## config.mk

```make
export PLATFORM = sky130hd
export DESIGN_NAME = backend_top
export DESIGN_NICKNAME = d
export VERILOG_FILES = /design/src/hdl/backend_pkg.sv /design/src/hdl/alu.sv /design/src/hdl/backend_top.sv /design/src/hdl/execute.sv /design/src/hdl/forwarding_unit.sv /design/src/hdl/memory_stage.sv
export SDC_FILE = /design/constraint.sdc
export NUM_CORES = 2
export LEC_CHECK = 0
export ABC_CLOCK_PERIOD_IN_PS = 9100
export BUFFER_PORTS_ARGS = -buffer_cell sky130_fd_sc_hd__buf_2
export CAP_MARGIN = 0
export CORE_UTILIZATION = 65
export CTS_BUF_LIST = sky130_fd_sc_hd__clkbuf_4 sky130_fd_sc_hd__clkbuf_8
export DETAILED_ROUTE_END_ITERATION = 10
export PLACE_DENSITY = 0.81
export SYNTH_ARGS = -nofsm -noshare
export SYNTH_HDL_FRONTEND = slang
export SYNTH_SLANG_ARGS = --single-unit
```

## constraint.sdc

```tcl
create_clock -name clk -period 9.1 [get_ports clk]
set_clock_uncertainty 0.15 [all_clocks]
set_input_delay 0.455 -clock clk [delete_from_list [all_inputs] [get_ports clk]]
set_output_delay 0.455 -clock clk [all_outputs]
set_load 0.1 [all_outputs]
```

## src/hdl/backend_pkg.sv

```systemverilog
`default_nettype none

package backend_pkg;

	////////////////////////////////////////
	// widths
	////////////////////////////////////////

	localparam int data_w = 32;		// datapath and address width
	localparam int reg_w  = 5;		// register number, also shamt
	localparam int op_w   = 4;		// alu opcode

	// jal / jalr destination
	localparam logic [reg_w-1:0] link_reg = 5'd31;

	////////////////////////////////////////
	// data memory
	////////////////////////////////////////

	localparam int dmem_words = 64;		// word count
	localparam int dmem_aw    = 6;		// word address bits, byte addr [dmem_aw+1:2]

	////////////////////////////////////////
	// alu opcodes
	////////////////////////////////////////

	// encoding as decode drives it on in_alu_op
	typedef enum logic [op_w-1:0] {
		alu_and = 4'd0,
		alu_or  = 4'd1,
		alu_add = 4'd2,		// also address calc and link
		alu_sub = 4'd3,		// beq compare via zero flag
		alu_slt = 4'd4,		// signed
		alu_nor = 4'd5,
		alu_xor = 4'd6,
		alu_sll = 4'd7,		// b shifted by a[4:0]
		alu_srl = 4'd8,
		alu_sra = 4'd9,
		alu_lui = 4'd10		// b low half into upper half
	} alu_op_t;

	////////////////////////////////////////
	// operand sources
	////////////////////////////////////////

	typedef enum logic [1:0] {
		fwd_reg = 2'd0,		// value read in decode
		fwd_mem = 2'd1,		// alu result now in memory stage
		fwd_wb  = 2'd2		// final writeback value
	} fwd_sel_t;

endpackage

`default_nettype wire

```

## src/hdl/alu.sv

```systemverilog
`timescale 1ns/1ps
`default_nettype none

// purely combinational, one op per cycle
module alu
(
	input  wire logic [backend_pkg::data_w-1:0] a,
	input  wire logic [backend_pkg::data_w-1:0] b,
	input  wire backend_pkg::alu_op_t           op,
	output logic      [backend_pkg::data_w-1:0] result,
	output logic                                zero
);

	logic [backend_pkg::data_w-1:0] sum;		// a + b
	logic [backend_pkg::data_w-1:0] diff;		// a - b
	logic                           lt_signed;	// a < b as signed
	logic [4:0]                     sh;		// shift distance

	assign sum  = a + b;
	assign diff = a - b;
	assign sh   = a[4:0];		// only low five bits count

	// sign compare without relying on diff overflow
	assign lt_signed = $signed(a) < $signed(b);

	////////////////////////////////////////
	// result mux
	////////////////////////////////////////

	always_comb
	begin
		result = '0;
		case (op)
			backend_pkg::alu_and: result = a & b;
			backend_pkg::alu_or:  result = a | b;
			backend_pkg::alu_add: result = sum;
			backend_pkg::alu_sub: result = diff;
			backend_pkg::alu_slt:
			begin
				// zero extended flag
				result = {{(backend_pkg::data_w-1){1'b0}}, lt_signed};
			end
			backend_pkg::alu_nor: result = ~(a | b);
			backend_pkg::alu_xor: result = a ^ b;
			backend_pkg::alu_sll: result = b << sh;
			backend_pkg::alu_srl: result = b >> sh;
			backend_pkg::alu_sra:
			begin
				result = $signed(b) >>> sh;		// keep sign bit
			end
			backend_pkg::alu_lui:
			begin
				result = {b[15:0], 16'h0000};		// imm into upper half
			end
			default: result = '0;		// unused codes
		endcase
	end

	// branch compare uses this after alu_sub
	assign zero = (result == '0);

endmodule

`default_nettype wire

```

## src/hdl/backend_top.sv

```systemverilog
`timescale 1ns/1ps
`default_nettype none

module backend_top
(
	input  wire logic                          clk,
	input  wire logic                          arst_n,
	input  wire logic                          flush,
	input  wire logic                          in_valid,
	input  wire logic [backend_pkg::data_w-1:0] in_pc_plus4,
	input  wire logic [backend_pkg::data_w-1:0] in_reg1,
	input  wire logic [backend_pkg::data_w-1:0] in_reg2,
	input  wire logic [backend_pkg::data_w-1:0] in_imm,
	input  wire logic [backend_pkg::reg_w-1:0]  in_shamt,
	input  wire logic [backend_pkg::reg_w-1:0]  in_rs,
	input  wire logic [backend_pkg::reg_w-1:0]  in_rt,
	input  wire logic [backend_pkg::reg_w-1:0]  in_rd,
	input  wire backend_pkg::alu_op_t           in_alu_op,
	input  wire logic                          in_alu_src_imm,
	input  wire logic                          in_shift_shamt,
	input  wire logic                          in_link,
	input  wire logic                          in_reg_dst_rd,
	input  wire logic                          in_branch,
	input  wire logic                          in_mem_read,
	input  wire logic                          in_mem_write,
	input  wire logic                          in_reg_write,
	input  wire logic                          in_mem_to_reg,
	output logic                               branch_taken,
	output logic      [backend_pkg::data_w-1:0] branch_target,
	output logic                               wb_valid,		// register file write port
	output logic                               wb_reg_write,
	output logic      [backend_pkg::reg_w-1:0]  wb_reg,
	output logic      [backend_pkg::data_w-1:0] wb_data
);

	// ex/mem wires, also the mem forwarding source
	logic                           ex_valid;
	logic [backend_pkg::data_w-1:0] ex_alu;
	logic [backend_pkg::data_w-1:0] ex_reg2;
	logic [backend_pkg::reg_w-1:0]  ex_write_reg;
	logic                           ex_mem_read;
	logic                           ex_mem_write;
	logic                           ex_reg_write;
	logic                           ex_mem_to_reg;

	execute execute_i (
		.clk(clk), .arst_n(arst_n), .flush(flush),
		.in_valid(in_valid), .in_pc_plus4(in_pc_plus4),
		.in_reg1(in_reg1), .in_reg2(in_reg2), .in_imm(in_imm), .in_shamt(in_shamt),
		.in_rs(in_rs), .in_rt(in_rt), .in_rd(in_rd), .in_alu_op(in_alu_op),
		.in_alu_src_imm(in_alu_src_imm), .in_shift_shamt(in_shift_shamt),
		.in_link(in_link), .in_reg_dst_rd(in_reg_dst_rd), .in_branch(in_branch),
		.in_mem_read(in_mem_read), .in_mem_write(in_mem_write),
		.in_reg_write(in_reg_write), .in_mem_to_reg(in_mem_to_reg),
		// memory stage loops back as first forwarding source
		.mem_fwd_valid(ex_valid), .mem_fwd_reg_write(ex_reg_write),
		.mem_fwd_reg(ex_write_reg), .mem_fwd_data(ex_alu),
		// writeback port loops back as second
		.wb_fwd_valid(wb_valid), .wb_fwd_reg_write(wb_reg_write),
		.wb_fwd_reg(wb_reg), .wb_fwd_data(wb_data),
		.ex_valid(ex_valid), .ex_alu(ex_alu), .ex_reg2(ex_reg2),
		.ex_write_reg(ex_write_reg), .ex_mem_read(ex_mem_read),
		.ex_mem_write(ex_mem_write), .ex_reg_write(ex_reg_write),
		.ex_mem_to_reg(ex_mem_to_reg),
		.branch_taken(branch_taken), .branch_target(branch_target)
	);

	memory_stage memory_stage_i (
		.clk(clk), .arst_n(arst_n),
		.ex_valid(ex_valid), .ex_alu(ex_alu), .ex_reg2(ex_reg2),
		.ex_write_reg(ex_write_reg), .ex_mem_read(ex_mem_read),
		.ex_mem_write(ex_mem_write), .ex_reg_write(ex_reg_write),
		.ex_mem_to_reg(ex_mem_to_reg),
		.wb_valid(wb_valid), .wb_reg_write(wb_reg_write),
		.wb_reg(wb_reg), .wb_data(wb_data)
	);

endmodule

`default_nettype wire

```

## src/hdl/execute.sv

```systemverilog
`timescale 1ns/1ps
`default_nettype none

module execute
(
	input  wire logic                          clk,
	input  wire logic                          arst_n,
	input  wire logic                          flush,		// kills the entering instr
	// decoded instruction
	input  wire logic                          in_valid,
	input  wire logic [backend_pkg::data_w-1:0] in_pc_plus4,
	input  wire logic [backend_pkg::data_w-1:0] in_reg1,
	input  wire logic [backend_pkg::data_w-1:0] in_reg2,
	input  wire logic [backend_pkg::data_w-1:0] in_imm,		// sign extended
	input  wire logic [backend_pkg::reg_w-1:0]  in_shamt,
	input  wire logic [backend_pkg::reg_w-1:0]  in_rs,
	input  wire logic [backend_pkg::reg_w-1:0]  in_rt,
	input  wire logic [backend_pkg::reg_w-1:0]  in_rd,
	input  wire backend_pkg::alu_op_t           in_alu_op,
	input  wire logic                          in_alu_src_imm,
	input  wire logic                          in_shift_shamt,
	input  wire logic                          in_link,
	input  wire logic                          in_reg_dst_rd,
	input  wire logic                          in_branch,
	input  wire logic                          in_mem_read,
	input  wire logic                          in_mem_write,
	input  wire logic                          in_reg_write,
	input  wire logic                          in_mem_to_reg,
	// forwarding sources
	input  wire logic                          mem_fwd_valid,
	input  wire logic                          mem_fwd_reg_write,
	input  wire logic [backend_pkg::reg_w-1:0]  mem_fwd_reg,
	input  wire logic [backend_pkg::data_w-1:0] mem_fwd_data,
	input  wire logic                          wb_fwd_valid,
	input  wire logic                          wb_fwd_reg_write,
	input  wire logic [backend_pkg::reg_w-1:0]  wb_fwd_reg,
	input  wire logic [backend_pkg::data_w-1:0] wb_fwd_data,
	// to memory stage
	output logic                               ex_valid,
	output logic      [backend_pkg::data_w-1:0] ex_alu,
	output logic      [backend_pkg::data_w-1:0] ex_reg2,		// store data
	output logic      [backend_pkg::reg_w-1:0]  ex_write_reg,
	output logic                               ex_mem_read,
	output logic                               ex_mem_write,
	output logic                               ex_reg_write,
	output logic                               ex_mem_to_reg,
	output logic                               branch_taken,
	output logic      [backend_pkg::data_w-1:0] branch_target
);

	backend_pkg::fwd_sel_t          sel_a;
	backend_pkg::fwd_sel_t          sel_b;
	logic [backend_pkg::data_w-1:0] fwd_a;		// repaired rs value
	logic [backend_pkg::data_w-1:0] fwd_b;		// repaired rt value
	logic [backend_pkg::data_w-1:0] op_a;
	logic [backend_pkg::data_w-1:0] op_b;
	logic [backend_pkg::data_w-1:0] alu_result;
	logic                           alu_zero;
	logic [backend_pkg::reg_w-1:0]  dest;
	logic [backend_pkg::data_w-1:0] target;
	logic                           live;		// instr survives into ex

	forwarding_unit forwarding_unit_i (
		.rs           (in_rs),
		.rt           (in_rt),
		.mem_valid    (mem_fwd_valid),
		.mem_reg_write(mem_fwd_reg_write),
		.mem_reg      (mem_fwd_reg),
		.wb_valid     (wb_fwd_valid),
		.wb_reg_write (wb_fwd_reg_write),
		.wb_reg       (wb_fwd_reg),
		.sel_a        (sel_a),
		.sel_b        (sel_b)
	);

	////////////////////////////////////////
	// forwarding muxes
	////////////////////////////////////////

	always_comb
	begin
		case (sel_a)
			backend_pkg::fwd_mem: fwd_a = mem_fwd_data;
			backend_pkg::fwd_wb:  fwd_a = wb_fwd_data;
			default:              fwd_a = in_reg1;
		endcase
		case (sel_b)
			backend_pkg::fwd_mem: fwd_b = mem_fwd_data;
			backend_pkg::fwd_wb:  fwd_b = wb_fwd_data;
			default:              fwd_b = in_reg2;
		endcase
	end

	// a: pc+4 for link, shamt for constant shifts
	always_comb
	begin
		if (in_link)
			op_a = in_pc_plus4;
		else if (in_shift_shamt)
			op_a = {{(backend_pkg::data_w-backend_pkg::reg_w){1'b0}}, in_shamt};
		else
			op_a = fwd_a;
	end

	// b: zero for link so add passes pc+4 through
	assign op_b = in_link ? '0 : (in_alu_src_imm ? in_imm : fwd_b);

	alu alu_i (
		.a     (op_a),
		.b     (op_b),
		.op    (in_alu_op),
		.result(alu_result),
		.zero  (alu_zero)
	);

	assign dest = in_link ? backend_pkg::link_reg : (in_reg_dst_rd ? in_rd : in_rt);
	assign target = in_pc_plus4 + {in_imm[backend_pkg::data_w-3:0], 2'b00};	// word offset
	assign live = in_valid && !flush;

	////////////////////////////////////////
	// ex/mem register
	////////////////////////////////////////

	// enables already qualified, later stages trust them
	always_ff @(posedge clk or negedge arst_n)
	begin
		if (!arst_n)
		begin
			ex_valid      <= 1'b0;
			ex_mem_read   <= 1'b0;
			ex_mem_write  <= 1'b0;
			ex_reg_write  <= 1'b0;
			ex_mem_to_reg <= 1'b0;
			branch_taken  <= 1'b0;
		end
		else
		begin
			ex_valid      <= live;
			ex_mem_read   <= live && in_mem_read;
			ex_mem_write  <= live && in_mem_write;
			ex_reg_write  <= live && in_reg_write;
			ex_mem_to_reg <= in_mem_to_reg;
			branch_taken  <= live && in_branch && alu_zero;	// beq style
		end
	end

	always_ff @(posedge clk)
	begin
		ex_alu        <= alu_result;
		ex_reg2       <= fwd_b;		// forwarded, not stale
		ex_write_reg  <= dest;
		branch_target <= target;
	end

endmodule

`default_nettype wire

```

## src/hdl/forwarding_unit.sv

```systemverilog
`timescale 1ns/1ps
`default_nettype none

// picks the source of each execute operand
// memory stage wins over writeback, r0 never forwarded
module forwarding_unit
(
	input  wire logic [backend_pkg::reg_w-1:0] rs,
	input  wire logic [backend_pkg::reg_w-1:0] rt,
	input  wire logic                          mem_valid,
	input  wire logic                          mem_reg_write,
	input  wire logic [backend_pkg::reg_w-1:0] mem_reg,
	input  wire logic                          wb_valid,
	input  wire logic                          wb_reg_write,
	input  wire logic [backend_pkg::reg_w-1:0] wb_reg,
	output backend_pkg::fwd_sel_t              sel_a,
	output backend_pkg::fwd_sel_t              sel_b
);

	logic mem_live;		// memory stage will write a real register
	logic wb_live;		// writeback will write a real register

	assign mem_live = mem_valid && mem_reg_write && (mem_reg != '0);
	assign wb_live  = wb_valid && wb_reg_write && (wb_reg != '0);

	// operand a, from rs
	always_comb
	begin
		if (mem_live && (mem_reg == rs))
			sel_a = backend_pkg::fwd_mem;		// youngest producer
		else if (wb_live && (wb_reg == rs))
			sel_a = backend_pkg::fwd_wb;
		else
			sel_a = backend_pkg::fwd_reg;
	end

	// operand b, from rt
	always_comb
	begin
		if (mem_live && (mem_reg == rt))
			sel_b = backend_pkg::fwd_mem;
		else if (wb_live && (wb_reg == rt))
			sel_b = backend_pkg::fwd_wb;
		else
			sel_b = backend_pkg::fwd_reg;
	end

endmodule

`default_nettype wire

```

## src/hdl/memory_stage.sv

```systemverilog
`timescale 1ns/1ps
`default_nettype none

// data memory plus mem/wb register and final writeback mux
module memory_stage
(
	input  wire logic                          clk,
	input  wire logic                          arst_n,
	input  wire logic                          ex_valid,
	input  wire logic [backend_pkg::data_w-1:0] ex_alu,		// result or byte address
	input  wire logic [backend_pkg::data_w-1:0] ex_reg2,		// store data
	input  wire logic [backend_pkg::reg_w-1:0]  ex_write_reg,
	input  wire logic                          ex_mem_read,
	input  wire logic                          ex_mem_write,
	input  wire logic                          ex_reg_write,
	input  wire logic                          ex_mem_to_reg,
	output logic                               wb_valid,
	output logic                               wb_reg_write,
	output logic      [backend_pkg::reg_w-1:0]  wb_reg,
	output logic      [backend_pkg::data_w-1:0] wb_data
);

	logic [backend_pkg::data_w-1:0]  dmem [backend_pkg::dmem_words];
	logic [backend_pkg::dmem_aw-1:0] addr;		// word index
	logic [backend_pkg::data_w-1:0]  load_q;	// registered ram read
	logic [backend_pkg::data_w-1:0]  alu_q;		// registered alu result
	logic                            mem_to_reg_q;

	// word aligned, low two bits dropped
	assign addr = ex_alu[backend_pkg::dmem_aw+1:2];

	////////////////////////////////////////
	// data memory
	////////////////////////////////////////

	// sync ram, read and write share the edge
	always_ff @(posedge clk)
	begin
		if (ex_mem_write)
			dmem[addr] <= ex_reg2;		// valid already folded in
		if (ex_mem_read)
			load_q <= dmem[addr];		// old contents on same-address write
	end

	////////////////////////////////////////
	// mem/wb register
	////////////////////////////////////////

	always_ff @(posedge clk or negedge arst_n)
	begin
		if (!arst_n)
		begin
			wb_valid     <= 1'b0;
			wb_reg_write <= 1'b0;
			mem_to_reg_q <= 1'b0;
		end
		else
		begin
			wb_valid     <= ex_valid;
			wb_reg_write <= ex_reg_write;	// low for stores
			mem_to_reg_q <= ex_mem_to_reg;
		end
	end

	always_ff @(posedge clk)
	begin
		alu_q  <= ex_alu;
		wb_reg <= ex_write_reg;
	end

	// writeback select, also the wb forwarding source
	assign wb_data = mem_to_reg_q ? load_q : alu_q;

endmodule

`default_nettype wire

```

==> impl_metrics.env <==
export IMPL_fin_nets=6839
export IMPL_startpoint_type="register"
export IMPL_regMostFlops="memory_stage_i.dmem"
export IMPL_drc=0
export IMPL_path_cells="or3_1 -> o311a_1 -> and3_2 -> nor3_1 -> a21o_1 -> inv_1 -> ha_1 -> o21ba_2 -> o21ai_0 -> a21oi_1 -> a21oi_1 -> a221o_1 -> o31ai_1 -> and3b_1 -> o31ai_1 -> a32oi_1 -> a2111o_1 -> or4b_1 -> nor4_2 -> or4b_1 -> or4_1 -> nor3_2"
export IMPL_multiInputGateArea_um2=23900
export IMPL_largest_reg_flops=2048
export IMPL_core_area_um2=138000
export IMPL_grt_max_degree=121
export IMPL_cts_resized=0
export IMPL_worst_pin_slew_ns=1.35
export IMPL_syn2layout_area_growth_pct=12.9
export IMPL_slowest_stage="o31ai_1"
export IMPL_worstRegToRegCells=22
export IMPL_antenna_found_initial=24
export IMPL_drive_above_1_share=0.170
export IMPL_die_h_um=376
export IMPL_rows=136
export IMPL_rsz0062_at_grt="no"
export IMPL_crit_path_max_fanout=25
export IMPL_wl_per_cell_um=35.6
export IMPL_io_pin_count=237
export IMPL_synthDistinctLibCells=95
export IMPL_p_leak_nw=33.1
export IMPL_path_class="register to register"
export IMPL_async_flop_share=0.00404
export IMPL_drt_wl_total_um=309000
export IMPL_clk_path_buf_depth=4
export IMPL_vdd_drop_max_mv=0.188
export IMPL_dr_pass1_iters=6
export IMPL_arrival_ns=8.49
export IMPL_clkTransAtPathRegs_ns=0.06
export IMPL_gr_total_overflow=0
export IMPL_synth_edff_count=2080
export IMPL_cts_hold_buf=135
export IMPL_netlist_area_um2=90900
export IMPL_num_vias=63900
export IMPL_slowest_delay_ns=0.71
export IMPL_drtIter0Drc=10500
export IMPL_cp_top_family="compound AO/OA/AOI/OAI gates"
export IMPL_cp_end_kind="register"
export IMPL_postCtsSetupBuffers=0
export IMPL_design_area_um2=103000
export IMPL_place_area_um2=94800
export IMPL_period_share=0.854
export IMPL_min_from="in_mem_to_reg"
export IMPL_period_minus_slack_ns=7.77
export IMPL_cap_violations=0
export IMPL_ys_flop_type="edfxtp_1"
export IMPL_finalSetupTns_ns=0
export IMPL_whs_path_depth=2
export IMPL_r2r_end="execute_i.branch_taken"
export IMPL_grt_pass1_vias=61600
export IMPL_syn_area_per_cell_um2=15.0
export IMPL_syn_nets=6343
export IMPL_holdPathEnd="execute_i.ex_mem_to_reg"
export IMPL_root_buffer="clkbuf_8"
export IMPL_portBuffers=236
export IMPL_critical_path_buf_inv_count=1
export IMPL_drv_slew=0
export IMPL_die_area_um2=141000
export IMPL_gp_congestion=1.04
export IMPL_register_area_um2=65500
export IMPL_status="completed"
export IMPL_r2r_start="execute_i.ex_write_reg[1]"
export IMPL_start_util=0.658
export IMPL_cts_made_buffers=351
export IMPL_clkLatencyLatePin_ns=1.02
export IMPL_vias_per_cell=7.38
export IMPL_track_usage=0.432
export IMPL_setup_viol=0
export IMPL_dp_hpwl_um=189000
export IMPL_grt_pass1_wl_um=435000
export IMPL_nFillCells=7844
export IMPL_dieWidth_um=376
export IMPL_cp_required_ns=9.82
export IMPL_worst_r2r_setup_slack_ns=1.33
export IMPL_synth_seq_cells=2227
export IMPL_slew_headroom=0.103
export IMPL_p_per_area_nw_per_um2=225
export IMPL_cts_tree="yes"
export IMPL_syn_inst=6051
export IMPL_clkSinkCount=2227
export IMPL_htreeDepth=5
export IMPL_clock_fmax_mhz=129
export IMPL_hp_class="input pin to register"
export IMPL_postRouteAntennaNets=0
export IMPL_yosysWarningCount=0
export IMPL_synth_seq_area_share=0.720
export IMPL_hold_viol_final=0
## layout by cell type (no fill, tap or decap), drive strengths merged, types with 110 or more instances in the layout
master / count
a21oi: 265
a22o: 159
dfxtp: 138
a22oi: 820
nand2: 213
dlygate4sd3: 135
inv: 111
buf: 417
nand4: 170
a221oi: 152
nor2: 246
a31oi: 151
o21ai: 200
ha: 124
clkinv: 110
mux2i: 172
edfxtp: 2080
clkbuf: 476
## synthesized netlist by cell type, drive strengths merged, types with 11 or more instances
library cell / n / area share
nor3b: 32 / 0.0026
xor2: 11 / 0.0011
nor4: 13 / 0.0011
o21ai: 200 / 0.011
a21oi: 265 / 0.015
or3: 14 / 0.00096
o2111ai: 12 / 0.0012
nand2b: 22 / 0.0016
a31oi: 151 / 0.010
a221o: 26 / 0.0029
nand2: 213 / 0.0088
ha: 124 / 0.017
and3: 14 / 0.00096
buf: 91 / 0.0052
a21o: 16 / 0.0013
xnor2: 37 / 0.0036
mux2: 49 / 0.0062
a221oi: 152 / 0.015
a22oi: 820 / 0.068
o21a: 17 / 0.0014
clkbuf: 318 / 0.013
inv: 107 / 0.0045
o22a: 11 / 0.0011
a211oi: 37 / 0.0031
edfxtp: 2080 / 0.69
o31ai: 17 / 0.0014
nor2: 246 / 0.010
dfxtp: 138 / 0.030
o22ai: 44 / 0.0030
nor3: 56 / 0.0032
mux2i: 172 / 0.020
nand3: 28 / 0.0015
o21bai: 14 / 0.0012
a22o: 159 / 0.015
o211ai: 28 / 0.0025
nand4: 170 / 0.012
## through the flow
stage           util  std cells  setup WS, ns  hold slack, ns  power (mW)
5_1_grt        0.743       8657          1.08          0.0254        23.6
2_1_floorplan      -       6051          1.55         0.00941        13.7
4_1_cts        0.743       8651          1.46         0.00283        22.9
6_report       0.743       8661          1.33          0.0386        23.1
3_3_place_gp   0.687       7922          1.50           0.195        15.0
3_5_place_dp   0.687       7922          1.46           0.188        15.1
## cells by family (layout without fill, tap and decap cells)
group | count (synthesis) | after routing | share of synthesized area
xor+xnor | 48 | 48 | 0.00463
compound gates | 2048 | 2048 | 0.161
mux | 222 | 222 | 0.0262
buf+inv | 518 | 1255 | 0.0229
fa+ha+maj | 127 | 127 | 0.0177
flops | 2227 | 2227 | 0.720
simple gates | 861 | 861 | 0.0472
other cells | 0 | 10 | 0
## how the worst max path moves through the flow
stage	startpoint	to	slack, ns	depth (start not counted)
floorplan	memory_stage_i.wb_reg[1]	execute_i.branch_taken	1.55	26
global placement	in_rt[4]	execute_i.branch_taken	1.50	23
detailed placement	in_rt[4]	execute_i.branch_taken	1.46	23
CTS	execute_i.ex_write_reg[1]	execute_i.branch_taken	1.46	22
global route	execute_i.ex_write_reg[1]	execute_i.branch_taken	1.08	20
finish	execute_i.ex_write_reg[1]	execute_i.branch_taken	1.33	22
## power by group
part,switching [mW],internal [mW]
registers,0.205,11.4
logic,2.59,0.945
clock network,3.77,4.19
## routing by layer
| metal | GRT usage | vias to the layer above | part of all wire |
|---|---|---|---|
| met1 | 0.578 | 31000 | 0.34 |
| met2 | 0.657 | 6005 | 0.45 |
| met3 | 0.113 | 1094 | 0.15 |
| met5 | 0 | - | 0.00053 |
| li1 | - | 25800 | - |
| met4 | 0.228 | 22 | 0.060 |
## layout make-up
cell class,instances,share of cell area
sequential,2227,0.638
antenna,10,0.000244
clock buffer,476,0.0570
clock inverter,118,0.00551
inverter,109,0.00404
timing repair buffer,552,0.0389
tap,1863,0.0227
multi-input combinational,3306,0.233
(Power assumes the default switching activity.)
